--- src/verilog/uart_pkg.sv ---
//////////////////////////////
// UART peripheral definitions
// Widths of the data paths, the register
// index map and the receiver FSM states
//////////////////////////////

package uart_pkg;

    //////////////////////////////
    // Data path widths
    //////////////////////////////

    // One character, also one FIFO entry
    typedef logic [8-1:0]  dat_t;
    // Baud divider or sample offset, bit period is value plus one
    typedef logic [16-1:0] bdr_t;
    // FIFO fill count or interrupt limit
    typedef logic [8-1:0]  cnt_t;
    // Bus data word
    typedef logic [32-1:0] sys_t;
    // Register index
    typedef logic [4-1:0]  adr_t;

    //////////////////////////////
    // Register map
    //////////////////////////////

    // TX side
    localparam adr_t REG_TX_DAT = 4'd0;
    localparam adr_t REG_TX_CNT = 4'd1;
    localparam adr_t REG_TX_BDR = 4'd2;
    localparam adr_t REG_TX_IRQ = 4'd3;
    // RX side
    localparam adr_t REG_RX_DAT = 4'd4;
    localparam adr_t REG_RX_CNT = 4'd5;
    localparam adr_t REG_RX_BDR = 4'd6;
    localparam adr_t REG_RX_SMP = 4'd7;
    localparam adr_t REG_RX_IRQ = 4'd8;

    // Receiver FSM
    typedef enum logic [1:0] {
        IDLE,
        START,
        DATA,
        STOP
    } rx_state_t;

endpackage

--- src/verilog/uart_bus_if.sv ---
//////////////////////////////
// UART register bus
// Plain strobes, no wait states, read
// data valid in the access cycle
//////////////////////////////

`timescale 1ns/1ps

interface uart_bus_if;

    // Transfer valid, qualifies both strobes
    logic             trn;
    // Write and read strobes
    logic             wen;
    logic             ren;
    // Register index and data
    uart_pkg::adr_t   adr;
    uart_pkg::sys_t   wdt;
    uart_pkg::sys_t   rdt;

    // Bus manager side
    modport mgr (output trn, wen, ren, adr, wdt, input rdt);

    // Register block side
    modport sub (input trn, wen, ren, adr, wdt, output rdt);

endinterface

--- src/verilog/uart_fifo.sv ---
//////////////////////////////
// UART synchronous FIFO
// Circular buffer with fill count,
// push when full and pop when empty ignored
//////////////////////////////

`timescale 1ns/1ps

module uart_fifo #(
    parameter int unsigned FIFO_SIZ = 16
)(
    input  logic           clk,
    input  logic           rst_n,
    input  logic           push,
    input  uart_pkg::dat_t wdat,
    input  logic           pop,
    output uart_pkg::dat_t rdat,
    output uart_pkg::cnt_t cnt
);

    // Pointer width, at least one bit
    localparam int unsigned FIFO_ADR = (FIFO_SIZ > 1) ? $clog2(FIFO_SIZ) : 1;

    typedef logic [FIFO_ADR-1:0] ptr_t;

    uart_pkg::dat_t mem [FIFO_SIZ];
    ptr_t           wr_ptr;
    ptr_t           rd_ptr;
    logic           full;
    logic           empty;
    logic           do_push;
    logic           do_pop;

    // Status from the fill count
    assign empty = (cnt == '0);
    assign full  = (cnt == uart_pkg::cnt_t'(FIFO_SIZ));

    // Qualified transfers
    assign do_push = push & ~full;
    assign do_pop  = pop & ~empty;

    // Storage array
    always_ff @(posedge clk)
    begin
        if (do_push)
            mem[wr_ptr] <= wdat;
    end

    // Head of queue
    assign rdat = mem[rd_ptr];

    // Pointers wrap at the last entry, depth need not be a power of two
    always_ff @(posedge clk)
    begin
        if (!rst_n)
        begin
            wr_ptr <= '0;
            rd_ptr <= '0;
        end
        else
        begin
            if (do_push)
                wr_ptr <= (wr_ptr == ptr_t'(FIFO_SIZ-1)) ? '0 : wr_ptr + ptr_t'(1);
            if (do_pop)
                rd_ptr <= (rd_ptr == ptr_t'(FIFO_SIZ-1)) ? '0 : rd_ptr + ptr_t'(1);
        end
    end

    // Fill counter, unchanged on simultaneous push and pop
    always_ff @(posedge clk)
    begin
        if (!rst_n)
            cnt <= '0;
        else if (do_push && !do_pop)
            cnt <= cnt + uart_pkg::cnt_t'(1);
        else if (do_pop && !do_push)
            cnt <= cnt - uart_pkg::cnt_t'(1);
    end

endmodule

--- src/verilog/uart_tx.sv ---
//////////////////////////////
// UART transmitter
// Pulls bytes from the TX FIFO and
// shifts out 8N1 frames, LSB first
//////////////////////////////

`timescale 1ns/1ps

module uart_tx (
    input  logic           clk,
    input  logic           rst_n,
    input  uart_pkg::bdr_t bdr,
    input  uart_pkg::cnt_t fifo_cnt,
    input  uart_pkg::dat_t fifo_dat,
    output logic           fifo_pop,
    output logic           txd
);

    // Frame in progress
    logic           busy;
    // Stop, data and start bits, bit 0 on the line
    logic [10-1:0]  shf;
    // Cycles left in the current bit
    uart_pkg::bdr_t bcnt;
    // Bits left after the current one
    logic [4-1:0]   bidx;

    // Take a byte whenever idle and data waits
    assign fifo_pop = ~busy & (fifo_cnt != '0);

    always_ff @(posedge clk)
    begin
        if (!rst_n)
        begin
            busy <= 1'b0;
            // All ones keeps the line idle high
            shf  <= '1;
            bcnt <= '0;
            bidx <= '0;
        end
        else if (fifo_pop)
        begin
            // Load frame, start bit goes out next cycle
            busy <= 1'b1;
            shf  <= {1'b1, fifo_dat, 1'b0};
            bcnt <= bdr;
            bidx <= 4'd9;
        end
        else if (busy)
        begin
            if (bcnt != '0)
                bcnt <= bcnt - uart_pkg::bdr_t'(1);
            else
            begin
                // Bit boundary
                bcnt <= bdr;
                if (bidx == '0)
                    busy <= 1'b0;
                else
                begin
                    // Ones fill in behind, line ends high
                    shf  <= {1'b1, shf[9:1]};
                    bidx <= bidx - 4'd1;
                end
            end
        end
    end

    assign txd = shf[0];

endmodule

--- src/verilog/uart_rx.sv ---
//////////////////////////////
// UART receiver
// Synchronizes the line, detects the start
// edge, samples 8N1 frames at a programmable
// offset and pushes valid bytes to the RX FIFO
//////////////////////////////

`timescale 1ns/1ps

module uart_rx (
    input  logic           clk,
    input  logic           rst_n,
    input  logic           rxd,
    input  uart_pkg::bdr_t bdr,
    input  uart_pkg::bdr_t smp,
    output logic           fifo_push,
    output uart_pkg::dat_t fifo_dat
);

    // Two synchronizer stages plus one for edge detection
    logic [3-1:0]        rxd_sync;
    logic                rxd_s;
    logic                rxd_fall;
    uart_pkg::rx_state_t state;
    // Cycles into the current bit
    uart_pkg::bdr_t      bcnt;
    // Data bit index
    logic [3-1:0]        bidx;
    uart_pkg::dat_t      shf;
    logic                smp_hit;
    logic                bit_end;

    //////////////////////////////
    // Line input
    //////////////////////////////

    // Idle line is high
    always_ff @(posedge clk)
    begin
        if (!rst_n)
            rxd_sync <= '1;
        else
            rxd_sync <= {rxd_sync[1:0], rxd};
    end

    assign rxd_s    = rxd_sync[1];
    // High to low after the synchronizer
    assign rxd_fall = rxd_sync[2] & ~rxd_sync[1];

    //////////////////////////////
    // Bit timing and FSM
    //////////////////////////////

    assign smp_hit = (bcnt == smp);
    assign bit_end = (bcnt == bdr);

    // Counter held at zero while idle, restarts at each bit boundary
    always_ff @(posedge clk)
    begin
        if (!rst_n)
            bcnt <= '0;
        else if (state == uart_pkg::IDLE || bit_end)
            bcnt <= '0;
        else
            bcnt <= bcnt + uart_pkg::bdr_t'(1);
    end

    always_ff @(posedge clk)
    begin
        if (!rst_n)
        begin
            state <= uart_pkg::IDLE;
            bidx  <= '0;
        end
        else
        begin
            case (state)
                uart_pkg::IDLE:
                begin
                    if (rxd_fall)
                        state <= uart_pkg::START;
                end
                uart_pkg::START:
                begin
                    // Glitch, start bit gone at the sample point
                    if (smp_hit && rxd_s)
                        state <= uart_pkg::IDLE;
                    else if (bit_end)
                    begin
                        state <= uart_pkg::DATA;
                        bidx  <= '0;
                    end
                end
                uart_pkg::DATA:
                begin
                    if (bit_end)
                    begin
                        if (bidx == 3'd7)
                            state <= uart_pkg::STOP;
                        else
                            bidx <= bidx + 3'd1;
                    end
                end
                uart_pkg::STOP:
                begin
                    // Back to idle early, ready for the next start edge
                    if (smp_hit)
                        state <= uart_pkg::IDLE;
                end
                default:
                begin
                    state <= uart_pkg::IDLE;
                end
            endcase
        end
    end

    // Data shifter, LSB arrives first
    always_ff @(posedge clk)
    begin
        if (state == uart_pkg::DATA && smp_hit)
            shf <= {rxd_s, shf[7:1]};
    end

    // Push only with a high stop bit
    assign fifo_push = (state == uart_pkg::STOP) & smp_hit & rxd_s;
    assign fifo_dat  = shf;

endmodule

--- src/verilog/uart_regs.sv ---
//////////////////////////////
// UART register bank
// Bus decode, configuration registers,
// FIFO push and pop, read multiplexer
// and fill level interrupts
//////////////////////////////

`timescale 1ns/1ps

module uart_regs #(
    parameter int unsigned FIFO_SIZ = 16
)(
    input  logic           clk,
    input  logic           rst_n,
    uart_bus_if.sub        bus,
    output uart_pkg::bdr_t tx_bdr,
    output uart_pkg::bdr_t rx_bdr,
    output uart_pkg::bdr_t rx_smp,
    input  uart_pkg::cnt_t tx_cnt,
    input  uart_pkg::cnt_t rx_cnt,
    output logic           tx_push,
    output uart_pkg::dat_t tx_dat,
    output logic           rx_pop,
    input  uart_pkg::dat_t rx_dat,
    output logic           irq_tx,
    output logic           irq_rx
);

    // Qualified strobes
    logic           wr;
    logic           rd;
    // Interrupt limits
    uart_pkg::cnt_t tx_irq;
    uart_pkg::cnt_t rx_irq;
    logic           tx_full;

    assign wr = bus.trn & bus.wen;
    assign rd = bus.trn & bus.ren;

    //////////////////////////////
    // Configuration
    //////////////////////////////

    // New value visible the cycle after the write
    always_ff @(posedge clk)
    begin
        if (!rst_n)
        begin
            tx_bdr <= '0;
            tx_irq <= '0;
            rx_bdr <= '0;
            rx_smp <= '0;
            rx_irq <= '0;
        end
        else if (wr)
        begin
            case (bus.adr)
                uart_pkg::REG_TX_BDR: tx_bdr <= uart_pkg::bdr_t'(bus.wdt);
                uart_pkg::REG_TX_IRQ: tx_irq <= uart_pkg::cnt_t'(bus.wdt);
                uart_pkg::REG_RX_BDR: rx_bdr <= uart_pkg::bdr_t'(bus.wdt);
                uart_pkg::REG_RX_SMP: rx_smp <= uart_pkg::bdr_t'(bus.wdt);
                uart_pkg::REG_RX_IRQ: rx_irq <= uart_pkg::cnt_t'(bus.wdt);
                default:
                begin
                end
            endcase
        end
    end

    //////////////////////////////
    // FIFO access
    //////////////////////////////

    // Writes to a full TX FIFO are dropped here already
    assign tx_full = (tx_cnt == uart_pkg::cnt_t'(FIFO_SIZ));
    assign tx_push = wr & (bus.adr == uart_pkg::REG_TX_DAT) & ~tx_full;
    assign tx_dat  = uart_pkg::dat_t'(bus.wdt);

    // Head is returned and popped in the same cycle
    assign rx_pop  = rd & (bus.adr == uart_pkg::REG_RX_DAT);

    // Read multiplexer, narrow fields zero extended
    always_comb
    begin
        case (bus.adr)
            uart_pkg::REG_TX_CNT: bus.rdt = uart_pkg::sys_t'(tx_cnt);
            uart_pkg::REG_TX_BDR: bus.rdt = uart_pkg::sys_t'(tx_bdr);
            uart_pkg::REG_TX_IRQ: bus.rdt = uart_pkg::sys_t'(tx_irq);
            uart_pkg::REG_RX_DAT: bus.rdt = uart_pkg::sys_t'(rx_dat);
            uart_pkg::REG_RX_CNT: bus.rdt = uart_pkg::sys_t'(rx_cnt);
            uart_pkg::REG_RX_BDR: bus.rdt = uart_pkg::sys_t'(rx_bdr);
            uart_pkg::REG_RX_SMP: bus.rdt = uart_pkg::sys_t'(rx_smp);
            uart_pkg::REG_RX_IRQ: bus.rdt = uart_pkg::sys_t'(rx_irq);
            // TX data register is write only
            default:              bus.rdt = '0;
        endcase
    end

    //////////////////////////////
    // Interrupts
    //////////////////////////////

    // TX wants more data
    assign irq_tx = (tx_cnt < tx_irq);
    // RX has data waiting
    assign irq_rx = (rx_cnt > rx_irq);

endmodule

--- src/verilog/uart_periph.sv ---
//////////////////////////////
// UART peripheral top level
// Register bus, TX and RX FIFOs,
// transmitter and receiver
//////////////////////////////

`timescale 1ns/1ps

module uart_periph #(
    parameter int unsigned FIFO_SIZ = 16
)(
    input  logic           clk,
    input  logic           rst_n,
    // Register bus
    input  logic           bus_trn,
    input  logic           bus_wen,
    input  logic           bus_ren,
    input  uart_pkg::adr_t bus_adr,
    input  uart_pkg::sys_t bus_wdt,
    output uart_pkg::sys_t bus_rdt,
    // Serial line
    input  logic           uart_rxd,
    output logic           uart_txd,
    // Interrupts
    output logic           irq_tx,
    output logic           irq_rx
);

    // Configuration
    uart_pkg::bdr_t tx_bdr;
    uart_pkg::bdr_t rx_bdr;
    uart_pkg::bdr_t rx_smp;
    // TX FIFO
    logic           tx_push;
    uart_pkg::dat_t tx_wdat;
    logic           tx_pop;
    uart_pkg::dat_t tx_rdat;
    uart_pkg::cnt_t tx_cnt;
    // RX FIFO
    logic           rx_push;
    uart_pkg::dat_t rx_wdat;
    logic           rx_pop;
    uart_pkg::dat_t rx_rdat;
    uart_pkg::cnt_t rx_cnt;

    // Bus ports into the interface
    uart_bus_if bus ();

    assign bus.trn = bus_trn;
    assign bus.wen = bus_wen;
    assign bus.ren = bus_ren;
    assign bus.adr = bus_adr;
    assign bus.wdt = bus_wdt;
    assign bus_rdt = bus.rdt;

    uart_regs #(
        .FIFO_SIZ (FIFO_SIZ)
    ) regs (
        .clk     (clk),
        .rst_n   (rst_n),
        .bus     (bus),
        .tx_bdr  (tx_bdr),
        .rx_bdr  (rx_bdr),
        .rx_smp  (rx_smp),
        .tx_cnt  (tx_cnt),
        .rx_cnt  (rx_cnt),
        .tx_push (tx_push),
        .tx_dat  (tx_wdat),
        .rx_pop  (rx_pop),
        .rx_dat  (rx_rdat),
        .irq_tx  (irq_tx),
        .irq_rx  (irq_rx)
    );

    // Bus to transmitter
    uart_fifo #(
        .FIFO_SIZ (FIFO_SIZ)
    ) tx_fifo (
        .clk   (clk),
        .rst_n (rst_n),
        .push  (tx_push),
        .wdat  (tx_wdat),
        .pop   (tx_pop),
        .rdat  (tx_rdat),
        .cnt   (tx_cnt)
    );

    // Receiver to bus
    uart_fifo #(
        .FIFO_SIZ (FIFO_SIZ)
    ) rx_fifo (
        .clk   (clk),
        .rst_n (rst_n),
        .push  (rx_push),
        .wdat  (rx_wdat),
        .pop   (rx_pop),
        .rdat  (rx_rdat),
        .cnt   (rx_cnt)
    );

    uart_tx tx (
        .clk      (clk),
        .rst_n    (rst_n),
        .bdr      (tx_bdr),
        .fifo_cnt (tx_cnt),
        .fifo_dat (tx_rdat),
        .fifo_pop (tx_pop),
        .txd      (uart_txd)
    );

    uart_rx rx (
        .clk       (clk),
        .rst_n     (rst_n),
        .rxd       (uart_rxd),
        .bdr       (rx_bdr),
        .smp       (rx_smp),
        .fifo_push (rx_push),
        .fifo_dat  (rx_wdat)
    );

endmodule

--- config.mk ---
export PLATFORM = sky130hd
export DESIGN_NAME = uart_periph
export DESIGN_NICKNAME = d
export VERILOG_FILES = /design/src/verilog/uart_pkg.sv /design/src/verilog/uart_bus_if.sv /design/src/verilog/uart_fifo.sv /design/src/verilog/uart_tx.sv /design/src/verilog/uart_rx.sv /design/src/verilog/uart_regs.sv /design/src/verilog/uart_periph.sv
export SDC_FILE = /design/constraint.sdc
export NUM_CORES = 1
export LEC_CHECK = 0
export BUFFER_PORTS_ARGS = -buffer_cell sky130_fd_sc_hd__buf_4
export CAP_MARGIN = 20
export CORE_AREA = 2 2 260 159
export CTS_CLUSTER_DIAMETER = 120
export DETAILED_ROUTE_END_ITERATION = 10
export DIE_AREA = 0 0 262 161
export PLACE_DENSITY = 0.64
export SYNTH_ARGS = -nofsm -noshare
export SYNTH_HDL_FRONTEND = slang
export SYNTH_SLANG_ARGS = --single-unit
--- constraint.sdc ---
create_clock -name clk -period 5.6 [get_ports clk]
set_input_delay 0.56 -clock clk [delete_from_list [all_inputs] [get_ports clk]]
set_output_delay 0.56 -clock clk [all_outputs]
set_load 0.1 [all_outputs]
==> impl_metrics.json <==
{
  "grt_pass1_wl_um": 67300,
  "antenna_found_initial": 0,
  "routed_via_density": 5.668,
  "post_cts_buffers": 0,
  "drive_above_1_share_pct": 14.39,
  "fp.dieArea_sq_um": 42180,
  "skew_ns": 0.01758,
  "syn_to_final_growth_pct": 10.64,
  "track_usage_pct": 20.96,
  "reg2reg_to": "rx_fifo.cnt[7]",
  "yosys_most_used_dff": "edfxtp_1",
  "yosysTopAreaCell": "edfxtp_1",
  "power.internal_mw": 5.610,
  "synth_top_family_by_area": "multiplexers",
  "path_max_fanout": 27,
  "yosys_warnings": 0,
  "rr_startpoint": "rx.bcnt[4]",
  "antenna_left": 0,
  "crit_top_cell": "mux4_2",
  "power_frac_comb_pct": 23.2,
  "antenna_cells": 0,
  "crit_type": "register to output pin",
  "drtIter0Drc": 1191,
  "core-area_sq_um": 39940,
  "clockBufferDepth": 3,
  "slew_headroom_pct": 22.29,
  "dieWidth_um": 262,
  "grt_max_degree": 63,
  "synth_area_leaders": "edfxtp_1, dfxtp_1, mux4_2, nand2_1, ha_1",
  "syn-cell-area_sq_um": 18520,
  "hold_viol_final": 0,
  "setup_tns_ns": 0,
  "slowest_stage": "dfxtp_2",
  "cp_slowest_stage_delay_ns": 0.99,
  "boundaryPins": 77,
  "wl_um": 43180,
  "reg2regPathDepth": 14,
  "fin_crit_sh_pct": 72.21,
  "root_buffer": "clkbuf_16",
  "clk_latency_ns": 0.55,
  "hold_depth": 2,
  "hpwl_um": 29330,
  "rsz0062_at_grt": "no",
  "crit_chain": "mux4_2, mux4_2, nand2_1, o311ai_0, buf_4",
  "peakVddDrop_uv": 212.7,
  "cts_resized": 0,
  "powerDensity_nw_per_um2": 393.9,
  "hold_path.class": "input pin to register",
  "max-cap-violations": 0,
  "max_clock_freq_mhz": 247.3,
  "ys_seq_area_share_pct": 59.87,
  "dr.pass1.iters": 6,
  "dieHeight_um": 161,
  "power_switching_mw": 2.463,
  "grt_pass1_vias": 11080,
  "start_kind": "register",
  "p_seq_share_pct": 44.6,
  "cts_buffers": 39,
  "synth_compound_area_share_pct": 8.045,
  "gp_congestion": 0.8661,
  "sw_frac_of_total_pct": 30.51,
  "clock_power_share_pct": 32.1,
  "placement_rows": 57,
  "synth-edff-count": 264,
  "holdPathEnd": "rx.rxd_sync[0]",
  "crit_arrival_ns": 3.48,
  "crit_path_end_kind": "output pin",
  "reg2reg_slack_ns": 1.56,
  "synth.avg_cell_area_sq_um": 12.73,
  "crit_family": "multiplexers",
  "path_buf_inv": 1,
  "vias": 11560,
  "cp_data_required_time_ns": 5.04,
  "synth_cell_types": 68,
  "hold_buffers": 0,
  "htree_levels": 2,
  "fin_crit_ns": 4.044,
  "cts_tree": "done",
  "drc_errors": 0,
  "yosys.area_share.simple_pct": 10.37,
  "netlist.area_leader.share_pct": 42.80,
  "grt-ovfl-total": 0,
  "port_buffers": 44,
  "final_net_count": 1570,
  "p_leak_nw": 6.976,
  "clk_pin_slew_ns": 0.06,
  "synth-async-reset-ratio_pct": 0,
  "wl_per_cell_um": 21.18,
  "synthMuxAreaShare_pct": 11.80,
  "setup_viol": 0,
  "postSynthCellCount": 1455,
  "min-delay-start": "uart_rxd",
  "finalPower_mw": 8.072,
  "initial_core_util_pct": 46.38,
  "tightest_slew_ns": 1.161,
  "ys_ff_latch": 422,
  "finalMaxSlewViolations": 0,
  "synth_xor_area_share_pct": 3.121,
  "clkSinkCount": 422,
  "status": "completed",
  "synth_fa_ha_area_share_pct": 3.458
}
[power by group through the flow]
stage	combinational (mW)	clock, mW	sequential, mW
floorplan	1.51	0	3.61
global placement	1.84	0	3.66
detailed placement	1.87	0	3.67
CTS	1.88	2.64	3.60
global route	2.08	2.78	3.62
finish	1.88	2.60	3.60
[stage by stage]
stage          hold slack, ns  utilization, %  area [sq um]  cells  setup slack, ns
2_1_floorplan          0.3863               -         18580   1470           0.4483
3_5_place_dp           0.3921           48.23         19260   1967            1.508
6_report               0.1968           51.32         20490   2039            1.556
4_1_cts                0.1804           51.29         20480   2038            1.479
5_1_grt                0.1862           51.32         20490   2039            1.268
3_3_place_gp           0.3943           48.21         19250   1966            1.600
[cell usage in the layout (no fill, tap or decap), types with 7 or more instances in the layout]
cell type	count
a21oi_1	111
clkbuf_1	11
nand3_1	24
edfxtp_1	264
or3_1	7
o21ai_1	13
buf_4	57
dfxtp_1	156
clkbuf_16	40
nor4_1	10
o21ai_0	36
nand2_1	165
inv_1	47
mux2i_1	35
ha_1	48
nor2_1	121
conb_1	16
a22oi_1	9
nand2b_1	13
nand4_1	11
xor2_1	34
nor2b_1	8
and3_1	7
a222oi_1	12
nor3_1	23
xnor2_1	32
mux4_2	80
a21o_1	7
[registers in the layout (all words and copies together) (netlist names), 3 cells and up, named ones only]
name            count
regs.rx_irq         8
rx.fifo_dat         8
rx.bcnt            16
regs.rx_bdr        16
tx.shf              9
rx_fifo.mem       128
rx_fifo.rd_ptr      4
tx_fifo.wr_ptr      4
rx_fifo.wr_ptr      4
rx.rxd_sync         3
regs.rx_smp        16
regs.tx_bdr        16
regs.tx_irq         8
tx.bcnt            16
rx_fifo.cnt         8
tx_fifo.mem       128
tx_fifo.rd_ptr      4
tx.bidx             4
tx_fifo.cnt         8
rx.bidx             3
[kinds of logic after synthesis]
family	Yosys count
compound gates	242
xor+xnor	66
fa+ha+maj	50
buf+inv	140
flops	422
mux	118
other cells	1
simple gates	416
[area by class of cell]
class	count	area (sq um)
multi-input combinational	908	6892
clock inverter	19	165.2
sequential	422	11090
tap	531	664.4
timing repair buffer	58	439.2
fill	3409	19440
inverter	49	185.2
clock buffer	52	1056
[worst register-to-register path: stages, from the launching register on]
cell and delay, ns:
dfxtp_1 0.52, xnor2_1 0.16, nand4_1 0.18, or4_4 0.61, nor3_4 0.43, ha_1 0.29
inv_1 0.17, ha_1 0.32, a21o_1 0.20, a211oi_1 0.32, o21ai_0 0.16, and3_1 0.18
o21bai_1 0.16, xor2_1 0.16, nor2_1 0.05
[metal layers]
metal	vias up	global-route usage (%)	routed length, um
li1	5402	-	-
met1	5753	33.60	21080
met2	353	29.22	18160
met3	50	4.520	3343
met4	0	3.980	604
met5	-	0	0
[synthesized netlist by cell type (6+ instances only)]
library cell	number
ha_1	48
o21ai_0	36
edfxtp_1	264
or3_1	7
a21oi_1	111
nor2b_1	8
nand4_1	11
buf_4	18
clkbuf_1	52
a21o_1	7
nand2b_1	13
nand3_1	24
o31ai_1	6
nor3_1	25
dfxtp_1	158
mux4_2	80
mux2i_1	35
nor4_1	10
nor2_1	121
inv_1	48
xnor2_1	32
buf_2	11
buf_1	9
a222oi_1	12
a22oi_1	9
and3_1	7
xor2_1	34
nand2_1	165
o21ai_1	13
[worst max-delay path by stage]
stage / startpoint / end / slack (ns) / cells after the start
after floorplan: bus_adr[3] / bus_rdt[0] / 0.45 / 4
after global placement: bus_adr[3] / rx_fifo.cnt[7] / 1.60 / 15
after detailed placement: bus_adr[3] / rx_fifo.cnt[7] / 1.51 / 15
after CTS: register / bus_rdt[0] / 1.48 / 5
after global routing: rx.bcnt[4] / rx_fifo.cnt[7] / 1.27 / 14
final: register / bus_rdt[0] / 1.56 / 5
Power figures use the tool's default switching activity.
